--- src/verilog/rs_config.svh ---
`ifndef RS_CONFIG_SVH
`define RS_CONFIG_SVH

// ------------------------------
// code geometry
// ------------------------------

// bits per symbol, GF(2^8)
`define RS_SYM_W 8

// symbols per codeword
`define RS_N 255

// data symbols per codeword, the rest is parity
`define RS_K 223

// parity symbols, equal to RS_N - RS_K and to the generator degree
`define RS_NPAR 32

// ------------------------------
// field
// ------------------------------

// x^8 + x^4 + x^3 + x^2 + 1
`define RS_PRIM_POLY 9'h11D

`endif

--- src/verilog/rs_pkg.sv ---
`default_nettype none

`include "rs_config.svh"

package rs_pkg;

    // ------------------------------
    // basic types
    // ------------------------------

    typedef logic [`RS_SYM_W-1:0] rs_sym_t;            // one field element

    typedef logic [$clog2(`RS_N)-1:0] rs_pos_t;        // 0 .. RS_N-1

    // which half of the codeword the current symbol belongs to
    typedef enum logic {
        PHASE_DATA   = 1'b0,    // message symbols, echoed and divided
        PHASE_PARITY = 1'b1     // remainder shifted out
    } rs_phase_e;

    // input symbol together with its qualifiers
    typedef struct packed {
        rs_sym_t sym;
        logic    en;            // symbol valid this cycle
        logic    syn;           // first symbol of a codeword
    } rs_stream_t;

    // ------------------------------
    // generator polynomial
    // ------------------------------

    // g(x) = x^32 + g31 x^31 + ... + g1 x + g0, leading 1 is implicit
    // index is the register stage the product feeds
    localparam rs_sym_t gen_coeff [`RS_NPAR] = '{
        8'd45,  8'd216, 8'd239, 8'd24,      // g0  .. g3
        8'd253, 8'd104, 8'd27,  8'd40,      // g4  .. g7
        8'd107, 8'd50,  8'd163, 8'd210,     // g8  .. g11
        8'd227, 8'd134, 8'd224, 8'd158,     // g12 .. g15
        8'd119, 8'd13,  8'd158, 8'd1,       // g16 .. g19
        8'd238, 8'd164, 8'd82,  8'd43,      // g20 .. g23
        8'd15,  8'd232, 8'd246, 8'd142,     // g24 .. g27
        8'd50,  8'd189, 8'd29,  8'd232      // g28 .. g31
    };

    // reduction term once the x^8 bit is dropped
    localparam rs_sym_t PRIM_LOW = rs_sym_t'(`RS_PRIM_POLY);

    // ------------------------------
    // field arithmetic
    // ------------------------------

    // shift-and-add product of two field elements
    // with one constant operand this folds down to an xor network
    function automatic rs_sym_t gf_mul(input rs_sym_t a, input rs_sym_t b);
        rs_sym_t acc;
        rs_sym_t sh;
        logic    carry;
        acc = '0;
        sh  = a;                                       // a * x^i, already reduced
        for (int i = 0; i < `RS_SYM_W; i++) begin
            if (b[i]) begin
                acc = acc ^ sh;
            end
            carry = sh[`RS_SYM_W-1];
            sh    = sh << 1;
            if (carry) begin
                sh = sh ^ PRIM_LOW;                    // x^8 -> x^4 + x^3 + x^2 + 1
            end
        end
        return acc;
    endfunction

endpackage

`default_nettype wire

--- src/verilog/rs_encoder.sv ---
`default_nettype none

module rs_encoder (
    input  wire logic            clk,
    input  wire logic            rst_n,
    input  wire rs_pkg::rs_sym_t din,
    input  wire logic            din_en,      // symbol strobe
    input  wire logic            din_syn,     // first symbol of a codeword
    output rs_pkg::rs_sym_t      dout,
    output logic                 dout_en,
    output logic                 dout_syn
);

    import rs_pkg::*;

    rs_stream_t in_stream;
    rs_phase_e  phase;

    // ------------------------------
    // input bundle
    // ------------------------------

    always_comb begin
        in_stream.sym = din;
        in_stream.en  = din_en;
        in_stream.syn = din_syn;
    end

    // ------------------------------
    // position and phase
    // ------------------------------

    rs_symbol_counter u_counter (
        .clk       (clk),
        .rst_n     (rst_n),
        .in_stream (in_stream),
        .phase     (phase)
    );

    // ------------------------------
    // division and output select
    // ------------------------------

    rs_parity_lfsr u_lfsr (
        .clk       (clk),
        .rst_n     (rst_n),
        .in_stream (in_stream),
        .phase     (phase),
        .dout      (dout)
    );

    // zero latency, so the qualifiers go straight through
    assign dout_en  = din_en;
    assign dout_syn = din_syn;

endmodule

`default_nettype wire

--- src/verilog/rs_parity_lfsr.sv ---
`default_nettype none

`include "rs_config.svh"

module rs_parity_lfsr (
    input  wire logic               clk,
    input  wire logic               rst_n,
    input  wire rs_pkg::rs_stream_t in_stream,
    input  wire rs_pkg::rs_phase_e  phase,
    output rs_pkg::rs_sym_t         dout
);

    import rs_pkg::*;

    localparam int LAST = `RS_NPAR - 1;

    // stage i holds the coefficient of x^i of the running remainder
    rs_sym_t stage   [`RS_NPAR];
    rs_sym_t product [`RS_NPAR];
    rs_sym_t feedback;

    // ------------------------------
    // feedback
    // ------------------------------

    // in the data phase this is the quotient symbol of the division
    // in the parity phase the register only shifts, so no feedback
    always_comb begin
        if (phase == PHASE_DATA) begin
            feedback = in_stream.sym ^ stage[LAST];
        end else begin
            feedback = '0;
        end
    end

    // ------------------------------
    // constant multipliers
    // ------------------------------

    // one multiplier per generator coefficient
    for (genvar i = 0; i < `RS_NPAR; i++) begin : g_mul
        assign product[i] = gf_mul(feedback, gen_coeff[i]);
    end

    // ------------------------------
    // remainder register
    // ------------------------------

    always_ff @(posedge clk or negedge rst_n) begin
        if (!rst_n) begin
            for (int i = 0; i < `RS_NPAR; i++) begin
                stage[i] <= '0;
            end
        end else if (in_stream.en) begin
            stage[0] <= product[0];                         // no lower stage to add
            for (int i = 1; i < `RS_NPAR; i++) begin
                stage[i] <= stage[i-1] ^ product[i];
            end
        end
    end

    // after RS_K data shifts the register holds the parity, highest degree
    // in the last stage; the parity shifts then move it out one per symbol
    // and leave the register clear for the next frame

    // ------------------------------
    // output select
    // ------------------------------

    // systematic code: message first, then the remainder
    always_comb begin
        if (phase == PHASE_DATA) begin
            dout = in_stream.sym;
        end else begin
            dout = stage[LAST];     // parity symbol, top degree first
        end
    end

endmodule

`default_nettype wire

--- src/verilog/rs_symbol_counter.sv ---
`default_nettype none

`include "rs_config.svh"

module rs_symbol_counter (
    input  wire logic               clk,
    input  wire logic               rst_n,
    input  wire rs_pkg::rs_stream_t in_stream,
    output rs_pkg::rs_phase_e       phase
);

    import rs_pkg::*;

    localparam rs_pos_t LAST_POS  = rs_pos_t'(`RS_N - 1);
    localparam rs_pos_t FIRST_PAR = rs_pos_t'(`RS_K);

    rs_pos_t count;         // position of the next enabled symbol
    rs_pos_t cur_pos;       // position of the symbol on the input now
    rs_pos_t next_pos;

    // ------------------------------
    // current position
    // ------------------------------

    // a sync always restarts the frame, even mid codeword
    assign cur_pos = in_stream.syn ? '0 : count;

    // wrap after the last parity symbol
    always_comb begin
        if (cur_pos == LAST_POS) begin
            next_pos = '0;
        end else begin
            next_pos = cur_pos + 1'b1;
        end
    end

    // ------------------------------
    // position register
    // ------------------------------

    always_ff @(posedge clk or negedge rst_n) begin
        if (!rst_n) begin
            count <= '0;
        end else if (in_stream.en) begin
            count <= next_pos;      // stalls hold the count
        end
    end

    // ------------------------------
    // phase decode
    // ------------------------------

    // positions 0 .. RS_K-1 carry data, the remaining RS_NPAR carry parity
    assign phase = (cur_pos < FIRST_PAR) ? PHASE_DATA : PHASE_PARITY;

endmodule

`default_nettype wire
--- config.mk ---
export PLATFORM = sky130hd
export DESIGN_NAME = rs_encoder
export DESIGN_NICKNAME = d
export VERILOG_FILES = /design/src/verilog/rs_pkg.sv /design/src/verilog/rs_encoder.sv /design/src/verilog/rs_parity_lfsr.sv /design/src/verilog/rs_symbol_counter.sv
export VERILOG_INCLUDE_DIRS = /design/src /design/src/verilog
export SDC_FILE = /design/constraint.sdc
export NUM_CORES = 1
export LEC_CHECK = 0
export ABC_AREA = 1
export BUFFER_PORTS_ARGS = -buffer_cell sky130_fd_sc_hd__buf_2
export CAP_MARGIN = 5
export CORE_MARGIN = 2
export CORE_UTILIZATION = 50
export DETAILED_ROUTE_END_ITERATION = 8
export HOLD_SLACK_MARGIN = 0.06
export PLACE_DENSITY = 0.7
export SKIP_CTS_REPAIR_TIMING = 1
export SKIP_LAST_GASP = 1
export SLEW_MARGIN = 20
export SYNTH_ARGS = -nofsm -noshare
export SYNTH_HDL_FRONTEND = slang
export SYNTH_SLANG_ARGS = --single-unit
--- constraint.sdc ---
create_clock -name clk -period 3.4 [get_ports clk]
set_input_delay 0.34 -clock clk [delete_from_list [all_inputs] [get_ports clk]]
set_output_delay 0.34 -clock clk [all_outputs]
set_load 0.02 [all_outputs]
Yosys cells after proc, flatten, opt, wreduce, memory -nomap -nowiden
Cells that the tools add are included.
W data, S select, Z words.
{"block": "classes", "bitwise_logic": 91, "add_sub_neg": 1, "eq_ne": 1, "n_mux": 11, "order_cmp": 1}
{"op": "$xor A8 B8 Y8", "n": 84}
{"op": "$mux W5", "n": 7}
{"op": "$mux W8", "n": 4}
{"op": "$not A4 Y4", "n": 7}
{"op": "$add A8 B1 Y8 const B", "n": 1}
{"op": "$eq A8 B8 Y1 const B", "n": 1}
{"op": "$lt A8 B8 Y1 const B", "n": 1}
{"block": "word_totals", "reg_bits": 264, "input_bits": 12}

Longest topological paths before layout
Gate-level depths: netlist of the first run.
{"block": "logic_depth", "depth_word": 19, "depth_mapped": 22, "ltp_nobuf": 22}

Hierarchy
From an unflattened synthesis of the first run, not the netlist that was laid out.
{"block": "hier_totals", "hier_cells": 1945, "area_unflattened_um2": 15483.6}
{"module": "rs_parity_lfsr", "cells_per_inst": 1861, "seq_area_each_um2": 6406.1, "n_inst": 1, "area_per_inst_um2": 14906.8}
{"module": "rs_symbol_counter", "cells_per_inst": 82, "seq_area_each_um2": 200.2, "n_inst": 1, "area_per_inst_um2": 561.8}
{"module": "rs_encoder", "cells_per_inst": 2, "seq_area_each_um2": 0.0, "n_inst": 1, "area_per_inst_um2": 15.0}

Worst setup path before layout of the first run
OpenSTA, ideal clock, no wires.
{"block": "synth_timing", "kind": "input-to-reg", "startpoint": "input port din_syn", "endpoint": "register u_lfsr.stage[22] (netlist bit)", "required_ns": 3.272, "path_buffers": 3, "slack_ns": 0.740, "arrival_time_ns": 2.532, "stages": 19, "path_cell_list": "buf_6 nor2_1 ha_1 inv_1 nor2_4 nand2_8 buf_6 nand3_4 nand2_2 nand2_4 nand2_1 nand2_1 buf_4 nand2_1 nand3_2 nand2_2 or2_1 nand3_1 o21ai_1"}
{"block": "synth_between", "elab_chain_cells": 13}
{"item": "start: declaration", "line": "rs_encoder.sv:8", "source": "input wire logic din_syn,"}
{"item": "$mux W8 (*)", "line": "rs_symbol_counter.sv:26", "source": "assign cur_pos = in_stream.syn ? '0 : count;"}
{"item": "$lt A8 B8 Y1 (*)", "line": "rs_symbol_counter.sv:54", "source": "assign phase = (cur_pos < FIRST_PAR) ? PHASE_DATA : PHASE_PARITY;"}
{"item": "$mux W8 (*)", "line": "rs_parity_lfsr.sv:29", "source": "if (phase == PHASE_DATA) begin"}
{"item": "$mux W5 (2 in series)", "line": "rs_pkg.sv:66", "source": "if (carry) begin"}
{"item": "$not A4 Y4 (no line)"}
{"item": "$mux W5", "line": "rs_pkg.sv:66"}
{"item": "$not A4 Y4 (no line)"}
{"item": "$mux W5", "line": "rs_pkg.sv:66"}
{"item": "$not A4 Y4 (no line)"}
{"item": "$mux W5"}
{"item": "$xor A8 B8 Y8 (*)", "line": "rs_pkg.sv:62", "source": "acc = acc ^ sh;"}
{"item": "$xor A8 B8 Y8 (*)", "line": "rs_parity_lfsr.sv:57", "source": "stage[i] <= stage[i-1] ^ product[i];"}
{"item": "end signal: indexed assignment", "line": "rs_parity_lfsr.sv:57"}
{"item": "end: declaration", "line": "rs_parity_lfsr.sv:18", "source": "rs_sym_t stage [`RS_NPAR];"}
Every way passes the cells marked *; elsewhere a longest branch is shown, timed or not.
A chain may end at the register's enable or synchronous reset.

Worst setup path after layout of the first run
{"block": "layout_timing", "startpoint": "register u_counter.count[1]", "endpoint": "register u_lfsr.stage[141] (netlist bit)"}
{"block": "layout_between", "elab_chain_cells": 14}
{"item": "start: declaration", "line": "rs_symbol_counter.sv:17", "source": "rs_pos_t count;"}
{"item": "start signal: assignment", "line": "rs_symbol_counter.sv:45", "source": "count <= next_pos;"}
{"item": "$mux W8 (*)", "line": "rs_symbol_counter.sv:26"}
{"item": "$lt A8 B8 Y1 (*)", "line": "rs_symbol_counter.sv:54"}
{"item": "$mux W8 (*)", "line": "rs_parity_lfsr.sv:29"}
{"item": "$mux W5 (2 in series)", "line": "rs_pkg.sv:66"}
{"item": "$not A4 Y4 (no line)"}
{"item": "$mux W5", "line": "rs_pkg.sv:66"}
{"item": "$not A4 Y4 (no line)"}
{"item": "$mux W5", "line": "rs_pkg.sv:66"}
{"item": "$not A4 Y4 (no line)"}
{"item": "$mux W5"}
{"item": "$xor A8 B8 Y8", "line": "rs_pkg.sv:62"}
{"item": "$xor A8 B8 Y8 (*)", "line": "rs_pkg.sv:62"}
{"item": "$xor A8 B8 Y8 (*)", "line": "rs_parity_lfsr.sv:57"}
Marks and branches as above.

==> impl_metrics.toml, run 1 <==
[status]
status = "completed"

[setup_path]
reg2reg_depth = 16
reg2reg_to = "u_lfsr.stage[141]"
crit_slowest_cell = "dfrtp_1"
critical-path-max-stage-delay_ps = 360
endpoint_kind = "flop"
critPathLaunchType = "flop"
crit_top_cell = "nand2_1"
r2r_start = "u_counter.count[1]"
reg2reg_slack_ps = 210
crit_fanout = 25
arrival_ps = 3590
crit_chain = "inv_1, nor2_1, ha_1, inv_1, nor2_4, nand2_8, nand3_4, inv_2, nand2_1, nand2_1, nand2_1, nand2_4, buf_4, xor2_1, xor2_1, o21ai_1"
required_ps = 3800
path_class = "flop to flop"

[placed_design]
port_buffers = 21
placed_cells = 2266
dp_hpwl_mm = 32.9
gp_congestion = 0.973

[clocking]
worstSkewPairLatency_ps = 570
cts_max_path_buffers = 3
numClockSinks = 264
cts_tree = "done"
cts-root-buf = "clkbuf_16"
cts_buffers = 29
cts_max_level = 1
path_clk_slew_ps = 60

[sta]
setup_viol = 0
period_share_pct = 93.7
skew_ps = 20.4
timing.hold.ws_ps = 166
max_freq_mhz = 314
relSlewSlack_pct = 42.1
hold_viol = 0
maxSlewViolCount = 0
worst_pin_slew_ps = 869
min_period_ps = 3190
rsz0062_at_grt = "false"

[floorplan]
dieHeight_um = 180
rows = 64
io_pins = 22
die_w_um = 180
initial_utilization_pct = 50.8
coreArea_mm2 = 0.0306
die-area_mm2 = 0.0325

[min_path]
hold_depth = 3
hold_end = "u_lfsr.stage[21]"
hp-start = "din_en"
hold_class = "primary input to flop"

[synth]
syn_area_per_cell_um2 = 8.50
ys_seq_elements = 264
synth-main-ff-cell = "dfrtp_1"
synth_common_cells = "nand2_1 (559), dfrtp_1 (264), xor2_1 (206), o21ai_0 (146), nand3_1 (118)"
synth_area_mm2 = 0.0155
syn_nets = 1841
synth.top_cell.area_share_pct = 42.5
synth_seq_area_share_pct = 42.5
synth.largest_area_cell = "dfrtp_1"
syn_inst = 1827
yosys_warnings = 0
yosys-top-cells-area = "dfrtp_1 (43%), nand2_1 (14%), xor2_1 (12%)"
yosysMostFrequentCell = "nand2_1"
synth-edff-count = 0
async_flop_share_pct = 100
ys_types = 46

[final_layout]
final_nets = 1919
final_cells = 2317
fillCellCount = 2754
layout-drive-gt1-share_pct = 15.7
synthToLayoutAreaGrowth_pct = 13.5
final_util_pct = 57.6
antenna_cells = 0

[detailed_routing]
vias_per_cell = 5.41
drt_wl_total_mm = 45.5
drc = 0
drt_iter0_drc = 1126
ant_nets = 0
dr_total_vias = 12531
first_pass_iters = 6
wl_per_cell_um = 19.6

[grt]
track_usage_pct = 28.4
grt_overflow_total = 0
grt_pass1_wl_mm = 71.4
grt_antenna_before_repair = 0
grt_max_degree = 174
grt_pass1_vias = 12172

[job]
drv_cap = 0
[sequential cells by signal (all words and copies together) (netlist names)]
signal and count:
u_counter.count 8, u_lfsr.stage 256
[cell usage in the layout, fill, tap and decap left out, types with 5 or more instances in the layout]
master	n
nand2_1	557
dfrtp_1	264
xor2_1	206
o21ai_0	146
nand3_1	118
inv_1	101
buf_4	94
xnor2_1	51
nor2_1	46
o21ai_1	35
nand2_2	35
a31oi_1	29
clkbuf_16	29
xor2_2	22
buf_2	19
or2_1	15
inv_2	14
nand4_1	14
nand2_4	14
nand3b_1	12
or2_2	9
xor2_4	8
buf_12	8
nand3_2	7
o22ai_1	7
nand3_4	6
bufinv_16	5
clkbuf_1	5
[per-stage QoR]
step | setup TNS (ps) | setup slack, ps | cell area, um^2
after floorplan | 0 | 740 | 15500
after global placement | 0 | 25.8 | 16600
after detailed placement | -86.5 | -32.2 | 16600
after CTS | 0 | 14.3 | 17600
after global routing | 0 | 2.07 | 17600
final | 0 | 213 | 17600
[cells by family after synthesis]
family                     share of synthesized area [%]
DFF                                                 42.5
xor gates and xnor gates                            19.0
and+or+nand+nor                                     25.0
AOI/OAI and AO/OA                                   7.69
adders and majority gates                          0.161
buffers and inverters                               5.62
[layer usage]
layer  GRT usage, %  share of wire [%]
met3           3.94                6.5
met5              0                  0
met1           39.3                 43
met4           9.68                3.8
met2           45.9                 47
[final cells by class]
class	count	area (um^2)	area share, %
repair buffers	126	1020	5.79
flip-flops and latches	264	6610	37.5
well taps	396	495	2.81
clock inverters	9	179	1.02
clock buffers	38	800	4.54
multi-input cells	1367	8070	45.8
inverters	117	452	2.56
[how the worst max path moves through the flow]
stage | start | to | cells after the start
3_5_place_dp | din_syn | u_lfsr.stage[53] | 20
3_3_place_gp | din_syn | u_lfsr.stage[53] | 20
5_1_grt | u_counter.count[0] | u_lfsr.stage[54] | 16
4_1_cts | u_counter.count[1] | u_lfsr.stage[5] | 20
6_report | u_counter.count[1] | u_lfsr.stage[141] | 16
2_1_floorplan | din_syn | u_lfsr.stage[22] | 19
[critical path: cells and delay by family, from the launching register on]
kind                     cells  cell delay [ps]
XOR/XNOR                     2              560
adder cells (fa/ha/maj)      1              190
flip-flops                   1              360
AO/OA/AOI/OAI                1              120
buffers and inverters        4              670
AND/OR/NAND/NOR              8             1100
Power of run 1 is left out: the tool's default activity adds up to more than one toggle a clock period on the data nets, which glitch-free logic cannot reach.
==> inputs of run 2 (changes only) <==
- CTS_BUF_LIST: unset -> sky130_fd_sc_hd__clkbuf_8 sky130_fd_sc_hd__clkbuf_16
- GPL_TIMING_DRIVEN: unset -> 0
==> run 2 against run 1 <==
Net effect:
- global-route usage rose by 8.9 points
- highest routed layer unchanged
- first-iteration DRC count rose by 43%
- sequential share of layout area rose by 0.56 points
- via count rose by 7.1%
- largest cell class unchanged
- worst setup slack got worse by 110 ps
- critical path type unchanged
- fmax fell by 3.3%
- design area fell by 1.5%
==> impl_metrics.toml, run 2 (synthesis results as in run 1) <==
[setup_path]
arrival_ps = 3690
path_class = "flop to flop"
crit_top_cell = "nand2_1"
critical-path-max-stage-delay_ps = 330
critPathLaunchType = "flop"
required_ps = 3800
crit_slowest_cell = "dfrtp_1"
crit_family = "simple AND/OR/NAND/NOR gates"
crit_chain = "inv_1, nor2_1, ha_1, inv_1, nor2_4, nand2_8, buf_6, nand3_4, nand2_2, nand2_4, nand2_1, nand2_1, buf_6, nand2_1, nand3_2, nand2_4, or2_1, nand3_1, o21ai_1"
path_buf_inv = 4
crit_fanout = 10
endpoint_kind = "flop"

[final_layout]
antenna_cells = 0
largest_registers = "u_lfsr.stage: 256 flops, u_counter.count: 8 flops"
final_common_cell = "nand2_1"
layout-drive-gt1-share_pct = 12.3
synthToLayoutAreaGrowth_pct = 11.8
top_register = "u_lfsr.stage"
final_nets = 1901
layout_common_cells = "nand2_1 (552), dfrtp_1 (264), xor2_1 (204)"
stdcell_area_mm2 = 0.0174
largest_reg_flops = 256

[sta]
hold_viol = 0
maxSlewViolCount = 0
skew_ps = 10.3
max_freq_mhz = 303
setup_viol = 0
rsz0062_at_grt = "true"
min_period_ps = 3300
period_share_pct = 97.0
worst_pin_slew_ps = 1300
relSlewSlack_pct = 13.4

[floorplan]
die_w_um = 180
coreArea_mm2 = 0.0306
io_pins = 22
die-area_mm2 = 0.0325
rows = 64
dieHeight_um = 180
initial_utilization_pct = 50.8

[placed_design]
postPlaceCellArea_mm2 = 0.0162
gp_congestion = 1.01
port_buffers = 20
dp_hpwl_mm = 42.4

[grt]
grt_antenna_before_repair = 0
track_usage_pct = 37.2
grt_pass1_vias = 12848
grt_pass1_wl_mm = 87.5
grt_overflow_total = 0
grt_max_degree = 91

[clocking]
path_clk_slew_ps = 60
cts_buffers = 30
cts_max_path_buffers = 3
cts_tree = "done"
cts-root-buf = "clkbuf_16"
cts_max_level = 1
numClockSinks = 264
worstSkewPairLatency_ps = 570

[detailed_routing]
first_pass_iters = 6
ant_nets = 0
drt_iter0_drc = 1605
dr_total_vias = 13417
vias_per_cell = 5.84
drt_wl_total_mm = 60.4
drc = 0
wl_per_cell_um = 26.3

[status]
status = "completed"

[job]
drv_cap = 0

[min_path]
hold_class = "primary input to flop"
==> run 2: cell types whose count changed in the layout (fill, tap and decap cells not counted), sizes merged <==
cell	before	now
clkinvlp	2	0
clkinv	1	2
clkbuf	38	95
inv	118	122
bufinv	5	1
buf	125	51
==> run 2: routing by layer <==
| layer | wire, um | global-route usage [%] |
|---|---|---|
| met1 | 23400 | 49.7 |
| met3 | 7490 | 9.92 |
| met4 | 4220 | 21.0 |
| met5 | 0 | 0 |
| met2 | 25300 | 55.0 |
==> run 2: final cells by class <==
| type | count | area [um^2] |
|---|---|---|
| Inverter | 117 | 449 |
| Sequential cell | 264 | 6610 |
| Multi-Input combinational cell | 1367 | 8200 |
| Fill cell | 2776 | 13200 |
| Timing Repair Buffer | 28 | 213 |
| Clock inverter | 8 | 58.8 |
| Buffer | 79 | 438 |
| Clock buffer | 40 | 900 |
| Tap cell | 396 | 495 |
==> run 2: stage by stage <==
stage | std cells | setup slack (ps) | utilization [%] | TNS [ps] | hold slack [ps]
final | 2299 | 104 | 56.7 | 0 | 207
after global routing | 2299 | -8.11 | 56.7 | -8.11 | 217
after CTS | 2293 | -125 | 56.1 | -224 | -186
after detailed placement | 2245 | -215 | 52.9 | -1050 | 400
after global placement | 2243 | -3070 | 52.7 | -801110 | 475
after floorplan | 1827 | 740 | - | 0 | 44.4
==> run 2: tightest hold or removal path, stage by stage <==
cell     delay [ps]
buf_6           120
nor2_1           80
o22ai_1         170
==> run 2: worst paths after layout <==
kind                                    start            endpoint  slack [ps]  cells after the start
max                        u_counter.count[0]    u_lfsr.stage[22]         100                     19
min                                   din_syn  u_counter.count[0]         210                      3
max reg2reg                u_counter.count[0]    u_lfsr.stage[22]         100                     19
min reg2reg                 u_lfsr.stage[152]   u_lfsr.stage[152]         500                      2
max in group asynchronous               rst_n     u_lfsr.stage[1]        1670                      4
min in group asynchronous               rst_n   u_lfsr.stage[190]         380                      2
Power of run 2 is left out for the same reason.
==> inputs of run 3 (changes only) <==
- RECOVER_POWER: unset -> 25
==> run 3 against run 2 <==
Net effect:
- the flow now finishes with violations (max-capacitance violations, max-slew violations)
- critical path type unchanged
- via count decreased by 0.33%
- hold slack improved by 2.3 ps
- critical path depth unchanged
- fmax about the same
==> impl_metrics.toml, run 3 (synthesis results as in run 1) <==
[status]
status = "finished with violations"
violations = "max-capacitance violations, max-slew violations"

[detailed_routing]
ant_nets = 0
drt_iter0_drc = 1644
first_pass_iters = 6
drt_wl_total_mm = 60.3
drc = 0
wl_per_cell_um = 26.2
vias_per_cell = 5.82
dr_total_vias = 13373

[sta]
relSlewSlack_pct = -49.4
min_period_ps = 3290
hold_viol = 0
fin_ws_ps = 105
rsz0062_at_grt = "true"
period_share_pct = 96.9
skew_ps = 9.88
max_freq_mhz = 303
setup_viol = 0
maxSlewViolCount = 86
worst_pin_slew_ps = 2240

[floorplan]
rows = 64
coreArea_mm2 = 0.0306
initial_utilization_pct = 50.8
die-area_mm2 = 0.0325
die_w_um = 180
io_pins = 22
dieHeight_um = 180

[final_layout]
fillCellCount = 2778
largest_reg_flops = 256
synthToLayoutAreaGrowth_pct = 11.7
layout-drive-gt1-share_pct = 12.2
layout_common_cells = "nand2_1 (552), dfrtp_1 (264), xor2_1 (204)"
final_cells = 2299
top_register = "u_lfsr.stage"
final_common_cell = "nand2_1"
antenna_cells = 0
final_util_pct = 56.7
stdcell_area_mm2 = 0.0173
final_nets = 1901
largest_registers = "u_lfsr.stage: 256 flops, u_counter.count: 8 flops"

[grt]
grt_antenna_before_repair = 0
grt_max_degree = 91
busiest_layer = "met2"
met2_usage_pct = 55.0
met1_usage_pct = 49.7
track_usage_pct = 37.2
grt_pass1_wl_mm = 87.5
grt_use_met3_pct = 9.92
grt_pass1_vias = 12848
grt_overflow_total = 0

[clocking]
cts_max_level = 1
cts_buffers = 30
path_clk_slew_ps = 60
worstSkewPairLatency_ps = 570
numClockSinks = 264
cts_tree = "done"
cts-root-buf = "clkbuf_16"
cts_max_path_buffers = 3

[setup_path]
required_ps = 3800
arrival_ps = 3690
endpoint_kind = "flop"
reg2reg_slack_ps = 110
critPathLaunchType = "flop"
crit_fanout = 10
path_class = "flop to flop"

[placed_design]
dpl_worst_slack_ps = -215
placed_cells = 2245
port_buffers = 20
postPlaceCellArea_mm2 = 0.0162
dp_hpwl_mm = 42.4
gp_congestion = 1.01

[min_path]
hold_class = "primary input to flop"

[job]
drv_cap = 1
==> run 3: critical path, stage by stage (launching register included) <==
cell and delay (ps):
dfrtp_1 330, inv_1 60, nor2_1 180, ha_1 190, inv_1 80, nor2_4 200, nand2_8 110, buf_6 180
nand3_4 130, nand2_2 90, nand2_4 210, nand2_1 80, nand2_1 150, buf_6 280, nand2_1 170, nand3_2 140
nand2_4 120, or2_1 230, nand3_1 90, o21ai_1 100
==> run 3: path summary, 6_finish.rpt <==
check                              startpoint  depth (start not counted)                  to
setup / recovery           u_counter.count[0]                         19    u_lfsr.stage[22]
hold / removal                        din_syn                          3  u_counter.count[0]
setup reg to reg           u_counter.count[0]                         19    u_lfsr.stage[22]
hold reg to reg             u_lfsr.stage[152]                          2   u_lfsr.stage[152]
max in group asynchronous               rst_n                          4  u_counter.count[5]
min in group asynchronous               rst_n                          2   u_lfsr.stage[190]
==> run 3: layer usage <==
metal / share of wire (%) / vias up
met4: 7.0 / 0
met1: 39 / 6448
met5: 0 / -
met3: 12 / 209
li1: - / 5901
met2: 42 / 815
==> run 3: stage by stage <==
| step | setup TNS [ps] | hold WS (ps) |
|---|---|---|
| after floorplan | 0 | 44.4 |
| after global placement | -801110 | 475 |
| after detailed placement | -1050 | 400 |
| after CTS | -224 | -186 |
| after global routing | -8.11 | 217 |
| final | 0 | 209 |
==> run 3: area by class of cell <==
class,count,area [um^2],area share [%]
tap,396,495,2.86
sequential,264,6610,38.1
inverter,117,449,2.59
multi-input combinational,1367,8200,47.3
clock inverter,8,58.8,0.339
clock buffer,40,900,5.19
buffer,79,438,2.52
timing repair buffer,28,200,1.15
Power of run 3 is left out for the same reason.
